## src/rv_pkg.sv

```systemverilog
`default_nettype none

package rv_pkg;

	// widths that carry a meaning
	typedef logic [31:0] word_t;
	typedef logic [4:0]  reg_addr_t;
	typedef logic [3:0]  byte_mask_t;

	localparam word_t RESET_PC = 32'h8000_0000;

	// major opcodes
	localparam logic [6:0] OPC_LUI    = 7'b0110111;
	localparam logic [6:0] OPC_AUIPC  = 7'b0010111;
	localparam logic [6:0] OPC_JAL    = 7'b1101111;
	localparam logic [6:0] OPC_JALR   = 7'b1100111;
	localparam logic [6:0] OPC_BRANCH = 7'b1100011;
	localparam logic [6:0] OPC_LOAD   = 7'b0000011;
	localparam logic [6:0] OPC_STORE  = 7'b0100011;
	localparam logic [6:0] OPC_OP_IMM = 7'b0010011;
	localparam logic [6:0] OPC_OP     = 7'b0110011;

	localparam word_t INST_EBREAK = 32'h0010_0073;

	typedef enum logic [3:0] {
		ALU_ADD, ALU_SUB, ALU_SLL, ALU_SLT, ALU_SLTU, ALU_XOR,
		ALU_SRL, ALU_SRA, ALU_OR, ALU_AND, ALU_PASS_B
	} alu_op_e;

	typedef enum logic [2:0] {
		BR_NONE, BR_EQ, BR_NE, BR_LT, BR_GE, BR_LTU, BR_GEU
	} branch_e;

	// encoding follows funct3[1:0] of loads and stores
	typedef enum logic [1:0] {MEM_BYTE, MEM_HALF, MEM_WORD} mem_size_e;

	typedef enum logic [1:0] {WB_ALU, WB_LOAD, WB_LINK} wb_sel_e;

	typedef enum logic {RUN, HALT} core_state_e;

	typedef struct packed {
		alu_op_e   alu_op;
		logic      a_is_pc;
		logic      b_is_imm;
		branch_e   branch;
		logic      jal;
		logic      jalr;
		logic      load;
		logic      store;
		mem_size_e mem_size;
		logic      load_unsigned;
		wb_sel_e   wb_sel;
		logic      rd_we;
		reg_addr_t rd;
		logic      ebreak;
	} dec_ctrl_t;

	typedef struct packed {
		word_t      addr;
		word_t      wdata;
		byte_mask_t mask;
		logic       we;
		logic       re;
	} dmem_req_t;

endpackage

`default_nettype wire

```

## src/rv_pc_unit.sv

```systemverilog
`timescale 1ns/1ps
`default_nettype none

module rv_pc_unit (
	input  wire              clk,
	input  wire              rst,
	input  wire              taken_i,
	input  rv_pkg::word_t    target_i,
	input  wire              ebreak_i,
	output rv_pkg::word_t    pc_o,
	output logic             halted_o
);

	rv_pkg::core_state_e state;
	rv_pkg::word_t       pc;
	rv_pkg::word_t       pc_next;

	// pc holds once halted and on the ebreak itself
	always_comb begin
		if (state == rv_pkg::HALT || ebreak_i) begin
			pc_next = pc;
		end else if (taken_i) begin
			pc_next = target_i;
		end else begin
			pc_next = pc + 32'd4;
		end
	end

	always_ff @(posedge clk) begin
		if (!rst) begin
			pc    <= rv_pkg::RESET_PC;
			state <= rv_pkg::RUN;
		end else begin
			pc <= pc_next;
			if (state == rv_pkg::RUN && ebreak_i) begin
				state <= rv_pkg::HALT;
			end
		end
	end

	assign pc_o     = pc;
	assign halted_o = (state == rv_pkg::HALT);

endmodule

`default_nettype wire

```

## src/rv_regfile.sv

```systemverilog
`timescale 1ns/1ps
`default_nettype none

module rv_regfile (
	input  wire               clk,
	input  wire               rst,
	input  wire               we_i,
	input  rv_pkg::reg_addr_t waddr_i,
	input  rv_pkg::word_t     wdata_i,
	input  rv_pkg::reg_addr_t raddr1_i,
	input  rv_pkg::reg_addr_t raddr2_i,
	output rv_pkg::word_t     rdata1_o,
	output rv_pkg::word_t     rdata2_o
);

	rv_pkg::word_t regs [32];

	always_ff @(posedge clk) begin
		if (!rst) begin
			for (int i = 0; i < 32; i++) begin
				regs[i] <= '0;
			end
		end else if (we_i && waddr_i != '0) begin
			regs[waddr_i] <= wdata_i;
		end
	end

	// x0 reads as zero
	assign rdata1_o = (raddr1_i == '0) ? '0 : regs[raddr1_i];
	assign rdata2_o = (raddr2_i == '0) ? '0 : regs[raddr2_i];

endmodule

`default_nettype wire

```

## src/rv_decoder.sv

```systemverilog
`timescale 1ns/1ps
`default_nettype none

module rv_decoder (
	input  rv_pkg::word_t     inst_i,
	output rv_pkg::reg_addr_t raddr1_o,
	output rv_pkg::reg_addr_t raddr2_o,
	output rv_pkg::word_t     imm_o,
	output rv_pkg::dec_ctrl_t ctrl_o,
	output logic              invalid_o
);

	logic [6:0]        opcode;
	logic [2:0]        funct3;
	logic [6:0]        funct7;
	rv_pkg::word_t     imm_i;
	rv_pkg::word_t     imm_s;
	rv_pkg::word_t     imm_b;
	rv_pkg::word_t     imm_u;
	rv_pkg::word_t     imm_j;
	rv_pkg::dec_ctrl_t ctrl;
	logic              valid;

	// shared by op-imm and op, alt picks sub or sra
	function automatic rv_pkg::alu_op_e alu_sel(input logic [2:0] f3, input logic alt);
		case (f3)
			3'b000:  alu_sel = alt ? rv_pkg::ALU_SUB : rv_pkg::ALU_ADD;
			3'b001:  alu_sel = rv_pkg::ALU_SLL;
			3'b010:  alu_sel = rv_pkg::ALU_SLT;
			3'b011:  alu_sel = rv_pkg::ALU_SLTU;
			3'b100:  alu_sel = rv_pkg::ALU_XOR;
			3'b101:  alu_sel = alt ? rv_pkg::ALU_SRA : rv_pkg::ALU_SRL;
			3'b110:  alu_sel = rv_pkg::ALU_OR;
			default: alu_sel = rv_pkg::ALU_AND;
		endcase
	endfunction

	assign opcode = inst_i[6:0];
	assign funct3 = inst_i[14:12];
	assign funct7 = inst_i[31:25];

	assign raddr1_o = inst_i[19:15];
	assign raddr2_o = inst_i[24:20];

	assign imm_i = {{20{inst_i[31]}}, inst_i[31:20]};
	assign imm_s = {{20{inst_i[31]}}, inst_i[31:25], inst_i[11:7]};
	assign imm_b = {{19{inst_i[31]}}, inst_i[31], inst_i[7], inst_i[30:25], inst_i[11:8], 1'b0};
	assign imm_u = {inst_i[31:12], 12'b0};
	assign imm_j = {{11{inst_i[31]}}, inst_i[31], inst_i[19:12], inst_i[20], inst_i[30:21], 1'b0};

	always_comb begin
		ctrl    = '0;
		ctrl.rd = inst_i[11:7];
		imm_o   = imm_i;
		valid   = 1'b0;
		case (opcode)
			rv_pkg::OPC_LUI: begin
				valid         = 1'b1;
				imm_o         = imm_u;
				ctrl.alu_op   = rv_pkg::ALU_PASS_B;
				ctrl.b_is_imm = 1'b1;
				ctrl.rd_we    = 1'b1;
			end
			rv_pkg::OPC_AUIPC: begin
				valid         = 1'b1;
				imm_o         = imm_u;
				ctrl.a_is_pc  = 1'b1;
				ctrl.b_is_imm = 1'b1;
				ctrl.rd_we    = 1'b1;
			end
			rv_pkg::OPC_JAL: begin
				valid       = 1'b1;
				imm_o       = imm_j;
				ctrl.jal    = 1'b1;
				ctrl.wb_sel = rv_pkg::WB_LINK;
				ctrl.rd_we  = 1'b1;
			end
			rv_pkg::OPC_JALR: begin
				valid       = (funct3 == 3'b000);
				ctrl.jalr   = 1'b1;
				ctrl.wb_sel = rv_pkg::WB_LINK;
				ctrl.rd_we  = 1'b1;
			end
			rv_pkg::OPC_BRANCH: begin
				valid = 1'b1;
				imm_o = imm_b;
				case (funct3)
					3'b000:  ctrl.branch = rv_pkg::BR_EQ;
					3'b001:  ctrl.branch = rv_pkg::BR_NE;
					3'b100:  ctrl.branch = rv_pkg::BR_LT;
					3'b101:  ctrl.branch = rv_pkg::BR_GE;
					3'b110:  ctrl.branch = rv_pkg::BR_LTU;
					3'b111:  ctrl.branch = rv_pkg::BR_GEU;
					default: valid = 1'b0;
				endcase
			end
			rv_pkg::OPC_LOAD: begin
				// lb lh lw lbu lhu only
				valid = (funct3 != 3'b011) && (funct3 != 3'b110) && (funct3 != 3'b111);
				ctrl.load          = 1'b1;
				ctrl.b_is_imm      = 1'b1;
				ctrl.mem_size      = rv_pkg::mem_size_e'(funct3[1:0]);
				ctrl.load_unsigned = funct3[2];
				ctrl.wb_sel        = rv_pkg::WB_LOAD;
				ctrl.rd_we         = 1'b1;
			end
			rv_pkg::OPC_STORE: begin
				valid         = (funct3[2] == 1'b0) && (funct3[1:0] != 2'b11);
				imm_o         = imm_s;
				ctrl.store    = 1'b1;
				ctrl.b_is_imm = 1'b1;
				ctrl.mem_size = rv_pkg::mem_size_e'(funct3[1:0]);
			end
			rv_pkg::OPC_OP_IMM: begin
				// shift immediates also need a legal funct7
				valid = (funct3 == 3'b001) ? (funct7 == 7'h00) :
					(funct3 == 3'b101) ? (funct7 == 7'h00 || funct7 == 7'h20) : 1'b1;
				ctrl.alu_op   = alu_sel(funct3, funct3 == 3'b101 && inst_i[30]);
				ctrl.b_is_imm = 1'b1;
				ctrl.rd_we    = 1'b1;
			end
			rv_pkg::OPC_OP: begin
				valid = (funct7 == 7'h00) ||
					(funct7 == 7'h20 && (funct3 == 3'b000 || funct3 == 3'b101));
				ctrl.alu_op = alu_sel(funct3, inst_i[30]);
				ctrl.rd_we  = 1'b1;
			end
			default: begin
				valid       = (inst_i == rv_pkg::INST_EBREAK);
				ctrl.ebreak = valid;
			end
		endcase
		// unsupported word retires as a no-op
		if (!valid) begin
			ctrl = '0;
		end
	end

	assign ctrl_o    = ctrl;
	assign invalid_o = ~valid;

endmodule

`default_nettype wire

```

## src/rv_execute.sv

```systemverilog
`timescale 1ns/1ps
`default_nettype none

module rv_execute (
	input  rv_pkg::word_t     pc_i,
	input  rv_pkg::word_t     rs1_i,
	input  rv_pkg::word_t     rs2_i,
	input  rv_pkg::word_t     imm_i,
	input  rv_pkg::dec_ctrl_t ctrl_i,
	output rv_pkg::word_t     alu_result_o,
	output logic              taken_o,
	output rv_pkg::word_t     target_o
);

	rv_pkg::word_t op_a;
	rv_pkg::word_t op_b;
	rv_pkg::word_t jalr_sum;
	logic [4:0]    shamt;
	logic          br_cond;

	assign op_a  = ctrl_i.a_is_pc ? pc_i : rs1_i;
	assign op_b  = ctrl_i.b_is_imm ? imm_i : rs2_i;
	assign shamt = op_b[4:0];

	always_comb begin
		case (ctrl_i.alu_op)
			rv_pkg::ALU_ADD:    alu_result_o = op_a + op_b;
			rv_pkg::ALU_SUB:    alu_result_o = op_a - op_b;
			rv_pkg::ALU_SLL:    alu_result_o = op_a << shamt;
			rv_pkg::ALU_SLT:    alu_result_o = {31'b0, $signed(op_a) < $signed(op_b)};
			rv_pkg::ALU_SLTU:   alu_result_o = {31'b0, op_a < op_b};
			rv_pkg::ALU_XOR:    alu_result_o = op_a ^ op_b;
			rv_pkg::ALU_SRL:    alu_result_o = op_a >> shamt;
			rv_pkg::ALU_SRA:    alu_result_o = $unsigned($signed(op_a) >>> shamt);
			rv_pkg::ALU_OR:     alu_result_o = op_a | op_b;
			rv_pkg::ALU_AND:    alu_result_o = op_a & op_b;
			rv_pkg::ALU_PASS_B: alu_result_o = op_b;
			default:            alu_result_o = op_a + op_b;
		endcase
	end

	// branch compare always on the two source registers
	always_comb begin
		case (ctrl_i.branch)
			rv_pkg::BR_EQ:  br_cond = (rs1_i == rs2_i);
			rv_pkg::BR_NE:  br_cond = (rs1_i != rs2_i);
			rv_pkg::BR_LT:  br_cond = ($signed(rs1_i) < $signed(rs2_i));
			rv_pkg::BR_GE:  br_cond = ($signed(rs1_i) >= $signed(rs2_i));
			rv_pkg::BR_LTU: br_cond = (rs1_i < rs2_i);
			rv_pkg::BR_GEU: br_cond = (rs1_i >= rs2_i);
			default:        br_cond = 1'b0;
		endcase
	end

	assign taken_o = br_cond | ctrl_i.jal | ctrl_i.jalr;

	assign jalr_sum = rs1_i + imm_i;

	// jalr drops bit 0 of the sum
	assign target_o = ctrl_i.jalr ? {jalr_sum[31:1], 1'b0} : pc_i + imm_i;

endmodule

`default_nettype wire

```

## src/rv_mem_align.sv

```systemverilog
`timescale 1ns/1ps
`default_nettype none

module rv_mem_align (
	input  wire               halted_i,
	input  rv_pkg::word_t     alu_result_i,
	input  rv_pkg::word_t     rs2_i,
	input  rv_pkg::word_t     pc_i,
	input  rv_pkg::dec_ctrl_t ctrl_i,
	input  rv_pkg::word_t     dmem_rdata_i,
	output rv_pkg::dmem_req_t dmem_req_o,
	output logic              rd_we_o,
	output rv_pkg::word_t     rd_data_o
);

	logic [1:0]         offset;
	rv_pkg::byte_mask_t mask;
	rv_pkg::word_t      wdata;
	rv_pkg::word_t      load_shifted;
	rv_pkg::word_t      load_data;

	assign offset = alu_result_i[1:0];

	// replicate the data so every lane holds it, the mask picks one
	always_comb begin
		case (ctrl_i.mem_size)
			rv_pkg::MEM_BYTE: begin
				mask  = 4'b0001 << offset;
				wdata = {4{rs2_i[7:0]}};
			end
			rv_pkg::MEM_HALF: begin
				mask  = 4'b0011 << {offset[1], 1'b0};
				wdata = {2{rs2_i[15:0]}};
			end
			default: begin
				mask  = 4'b1111;
				wdata = rs2_i;
			end
		endcase
	end

	assign dmem_req_o.addr  = alu_result_i;
	assign dmem_req_o.wdata = wdata;
	assign dmem_req_o.mask  = mask;
	assign dmem_req_o.we    = ctrl_i.store & ~halted_i;
	assign dmem_req_o.re    = ctrl_i.load & ~halted_i;

	// bring the addressed lane down to bit 0
	assign load_shifted = dmem_rdata_i >> {offset, 3'b000};

	always_comb begin
		case (ctrl_i.mem_size)
			rv_pkg::MEM_BYTE: load_data = ctrl_i.load_unsigned ? {24'b0, load_shifted[7:0]} :
				{{24{load_shifted[7]}}, load_shifted[7:0]};
			rv_pkg::MEM_HALF: load_data = ctrl_i.load_unsigned ? {16'b0, load_shifted[15:0]} :
				{{16{load_shifted[15]}}, load_shifted[15:0]};
			default:          load_data = dmem_rdata_i;
		endcase
	end

	always_comb begin
		case (ctrl_i.wb_sel)
			rv_pkg::WB_LOAD: rd_data_o = load_data;
			rv_pkg::WB_LINK: rd_data_o = pc_i + 32'd4;
			default:         rd_data_o = alu_result_i;
		endcase
	end

	assign rd_we_o = ctrl_i.rd_we & ~halted_i;

endmodule

`default_nettype wire

```

## src/rv_core_top.sv

```systemverilog
`timescale 1ns/1ps
`default_nettype none

module rv_core_top (
	input  wire               clk,
	input  wire               rst,
	output rv_pkg::word_t     imem_addr_o,
	input  rv_pkg::word_t     imem_data_i,
	output rv_pkg::dmem_req_t dmem_req_o,
	input  rv_pkg::word_t     dmem_rdata_i,
	output logic              invalid_o,
	output logic              halt_o
);

	rv_pkg::word_t     pc;
	rv_pkg::word_t     rs1_data;
	rv_pkg::word_t     rs2_data;
	rv_pkg::word_t     imm;
	rv_pkg::word_t     alu_result;
	rv_pkg::word_t     target;
	rv_pkg::word_t     rd_data;
	rv_pkg::reg_addr_t raddr1;
	rv_pkg::reg_addr_t raddr2;
	rv_pkg::dec_ctrl_t ctrl;
	logic              taken;
	logic              halted;
	logic              dec_invalid;
	logic              rd_we;
	logic              hold;

	assign imem_addr_o = pc;
	assign halt_o      = halted;
	assign invalid_o   = dec_invalid & rst;

	// no memory or register side effects while in reset or halted
	assign hold = halted | ~rst;

	rv_pc_unit u_pc_unit (
		.clk      (clk),
		.rst      (rst),
		.taken_i  (taken),
		.target_i (target),
		.ebreak_i (ctrl.ebreak),
		.pc_o     (pc),
		.halted_o (halted)
	);

	rv_regfile u_regfile (
		.clk      (clk),
		.rst      (rst),
		.we_i     (rd_we),
		.waddr_i  (ctrl.rd),
		.wdata_i  (rd_data),
		.raddr1_i (raddr1),
		.raddr2_i (raddr2),
		.rdata1_o (rs1_data),
		.rdata2_o (rs2_data)
	);

	rv_decoder u_decoder (
		.inst_i    (imem_data_i),
		.raddr1_o  (raddr1),
		.raddr2_o  (raddr2),
		.imm_o     (imm),
		.ctrl_o    (ctrl),
		.invalid_o (dec_invalid)
	);

	rv_execute u_execute (
		.pc_i         (pc),
		.rs1_i        (rs1_data),
		.rs2_i        (rs2_data),
		.imm_i        (imm),
		.ctrl_i       (ctrl),
		.alu_result_o (alu_result),
		.taken_o      (taken),
		.target_o     (target)
	);

	rv_mem_align u_mem_align (
		.halted_i     (hold),
		.alu_result_i (alu_result),
		.rs2_i        (rs2_data),
		.pc_i         (pc),
		.ctrl_i       (ctrl),
		.dmem_rdata_i (dmem_rdata_i),
		.dmem_req_o   (dmem_req_o),
		.rd_we_o      (rd_we),
		.rd_data_o    (rd_data)
	);

endmodule

`default_nettype wire

```

## config.mk

```make
export PLATFORM = sky130hd
export DESIGN_NAME = rv_core_top
export DESIGN_NICKNAME = d
export VERILOG_FILES = /design/src/rv_pkg.sv /design/src/rv_pc_unit.sv /design/src/rv_regfile.sv /design/src/rv_decoder.sv /design/src/rv_execute.sv /design/src/rv_mem_align.sv /design/src/rv_core_top.sv
export SDC_FILE = /design/constraint.sdc
export NUM_CORES = 2
export LEC_CHECK = 0
export BUFFER_PORTS_ARGS = -buffer_cell sky130_fd_sc_hd__buf_2
export CAP_MARGIN = 20
export CORE_MARGIN = 2
export CORE_UTILIZATION = 30
export CTS_CLUSTER_SIZE = 8
export DETAILED_ROUTE_END_ITERATION = 8
export SYNTH_ARGS = -nofsm -noshare
export SYNTH_HDL_FRONTEND = slang
export SYNTH_SLANG_ARGS = --single-unit
```

## constraint.sdc

```tcl
create_clock -name clk -period 14.5 [get_ports clk]
set_input_delay 2.175 -clock clk [delete_from_list [all_inputs] [get_ports clk]]
set_output_delay 2.175 -clock clk [all_outputs]
set_load 0.05 [all_outputs]
```

==> impl_results.md <==
- Uppermost layer routed: met5
- GPL Wtd Cong: between 1 and 1.5
- Clk Latency, worst-skew pair: 810 ps
- Outcome: finished, final reports clean
- Setup bufs post-CTS: 0
- Cell Area, Synth: 0.0707 mm^2
- Slew @ Worst Pin: between 1000 and 1500 ps
- Total CTS buffers: 152
- # DRC: 0
- CTS tree: done
- Sw Share: roughly 37%
- Clock root buffer: clkbuf_16
- Clock sinks: approximately 1,100
- Worst hold slack: 602 ps
- Max_slew headroom: 1.53%
- HPWL after DPL: 219,000 um
- Post-synthesis sequential area ratio: 44.4%
- Multi-input logic area: ~0.037 mm^2
- Routed length on met2: 142,000 um
- Initial Util: between 30 and 40%
- Area grow syn2layout: 13.1%
- Max Freq: 0.0791 GHz
- Unrepaired setup endpoints after global routing: false
- Gr ovfl total: 0
- Global Route Usage Sum: 26.6%
- P_sw: approximately 0.0037 W
- Pleak: about 29 nW
- Core area: 0.235 mm^2
- Final Skew: 71.1 ps
- Startpoint types: input port
- Most frequent cells in the layout: nor2_1, edfxtp_1, mux4_2, a21oi_1, nor3_1
- Register Area: between 0.03 and 0.04 mm^2
- Share of power burned in registers: between 30% and 40%
- Crit-path max cell delay: 880 ps
- Distinct cells, synth: 101
- Int Pwr: 0.00628 W
- Gate power share: 31.7%
- Ys async rst share: 0%
- Placed cells: 9,202
- FP Rows: 178
- Vias in the first global route: 57,710
- Pwr dens: 125 mW/mm^2
- Initial antenna violation count: 31
- Period Utilization, post-route: 87.2%
- Nets: 6,475
- Crit Path Class: in -> out
- Wl on met1: 115,000 um
- EDFF count, synth: 1,024
- Area contributors post-synth: edfxtp_1, mux4_2, nor2_1
- CTS Hold Bufs: 0
- Critical-path top delay cell: a22oi_1
- Most common cell after layout, fill and taps aside: nor2_1
- Crit path max fanout: 62
- First-pass GRT wire length: between 400,000 and 500,000 um
- Routed wire length: around 330,000 um
- Tmin final: ~13,000 ps
- Number of port buffers: approximately 170
- Critical Path AT: 10,470 ps
- Count of boundary I/O pins: 170
- Ys flop type: edfxtp_1
- Post-Syn Instances: 6,183
- Worst path top cell family by delay: compound AO/OA/AOI/OAI gates
- Iteration-0 DRC Markers: 10,098
- Post-DRT Antenna Nets: 0
- Hold Crit Class: reg -> reg
- Max cap viols: 0
- Clock tree buffer depth: 3
- Die Ht: 489 um
- Synth top area share: 43.5%
- Ys Warns: 0
- Clock group share of total power: 33.1%
- Largest net degree at the start of global routing: 66
- Via-to-Cell Ratio: 6.37
- CP Capture Type: output port
- Pre-antenna DRT Iters: 9
- Drt wl/cell: 34.8 um
- Die width: slightly below 500 um
- Crit path buf inv count: 6
- Worst EP required: around 12,000 ps
- Die ar.: between 0.2 and 0.25 mm^2
- Layout cells sized above 1: 22.9%
- Non-filler instance count after layout: roughly 9,400
- H-tree depth: 4
- Maximum vdd drop: 0.149 mV
- Critical-path cell list: buf_8 -> buf_4 -> buf_4 -> mux4_2 -> mux2_2 -> a221oi_1 -> a21oi_1 -> a22oi_1 -> inv_1 -> ha_1 -> or3_1 -> or3_1 -> nand3_1 -> a31o_2 -> a311o_1 -> a32oi_1 -> o32ai_4 -> inv_2 -> nor2_1 -> o21ai_0 -> buf_2
- Via Count: 59,913
- Syn Area/Cell: 11.4 um^2
- Hold Vio Cnt, Final: 0
- Clock-pin slew on the worst setup and hold paths: roughly 60 ps
- FILL cells: 23,292
- Final setup vio count: 0
- Post-CTS sizing: 0
- Slew Viols, Final: 0
- Synth area leader: edfxtp_1
- Met3 wire length: 44,700 um
- Setup TNS: 0 ps
- FF+latch count, synth: 1,057
[path summary, 6_finish.rpt]
kind | from | end | slack, ps | cells past startpoint
worst max-delay path | imem_data_i[15] | dmem_req_o[5] | 1860 | 21
worst min-delay path | u_pc_unit.pc_o[22] | u_pc_unit.pc_o[22] | 600 | 2
worst max register to register | u_regfile.regs[31][4] | u_regfile.regs[11][14] | 5620 | 23
worst min register to register | u_pc_unit.pc_o[22] | u_pc_unit.pc_o[22] | 600 | 2
[cells by family after synthesis]
| kind of cell | after synthesis | share of synthesized area [%] |
|---|---|---|
| AO/OA/AOI/OAI | 1141 | 11.0 |
| XOR/XNOR | 88 | 1.09 |
| adder cells (fa/ha/maj) | 197 | 3.53 |
| buffers and inverters | 719 | 4.29 |
| flip-flops | 1057 | 44.4 |
| multiplexers | 916 | 22.9 |
| other | 1 | 0.00531 |
| AND/OR/NAND/NOR | 2064 | 12.7 |
[Yosys cell counts, drive strengths merged (47+ instances only)]
cell type and count:
a211oi 47, buf 236, mux4 545, nand3 69, inv 144, nand2 306, mux2i 235, edfxtp 1024
o211ai 47, clkbuf 335, o22ai 60, ha 193, mux2 136, o221ai 50, xnor2 59, a221oi 60
a21o 58, nor2 1145, a21oi 256, o21ai 216, nor3 258
[power groups by stage]
stage / sequential [W] / clock, W / combinational (W)
after floorplan: 0.00355 / 0 / 0.00189
after detailed placement: 0.00356 / 0 / 0.00301
after CTS: 0.00351 / 0.00331 / 0.00302
after global placement: 0.00356 / 0 / 0.00300
after global routing: 0.00352 / 0.00342 / 0.00324
final: 0.00351 / 0.00329 / 0.00316
[per-stage QoR]
step	area (um^2)	setup slack [ps]	power [W]	utilization [%]
detailed placement	75600	2190	0.00657	32.2
global placement	75600	2190	0.00655	32.2
global route	79900	1700	0.0102	34.0
floorplan	70800	1060	0.00544	-
CTS	79900	2190	0.00983	34.0
finish	79900	1860	0.00996	34.1
[area by class of cell]
type,instances,area share [%]
inverter,148,0.698
sequential,1057,39.3
timing repair buffer,415,3.47
multi-input combinational,4438,46.2
clock inverter,17,0.371
tap,3150,4.93
antenna,15,0.0470
clock buffer,170,4.96
[metal layers]
| metal | vias up | track usage [%] |
|---|---|---|
| li1 | 23721 | - |
| met1 | 30051 | 32.7 |
| met2 | 4991 | 39.9 |
| met3 | 1138 | 8.71 |
| met4 | 12 | 17.7 |
| met5 | - | 0.584 |
[registers in the layout, indices dropped and copies added, names as in the netlist]
| register | count |
|---|---|
| u_regfile.regs | 1024 |
| u_pc_unit.halted_o | 1 |
| u_pc_unit.pc_o | 32 |
[tightest hold or removal path, stage by stage, from the launching register on]
cell,delay (ps)
dfxtp_1,400
nand2_1,100
a21oi_1,60
(Power assumes the default switching activity.)
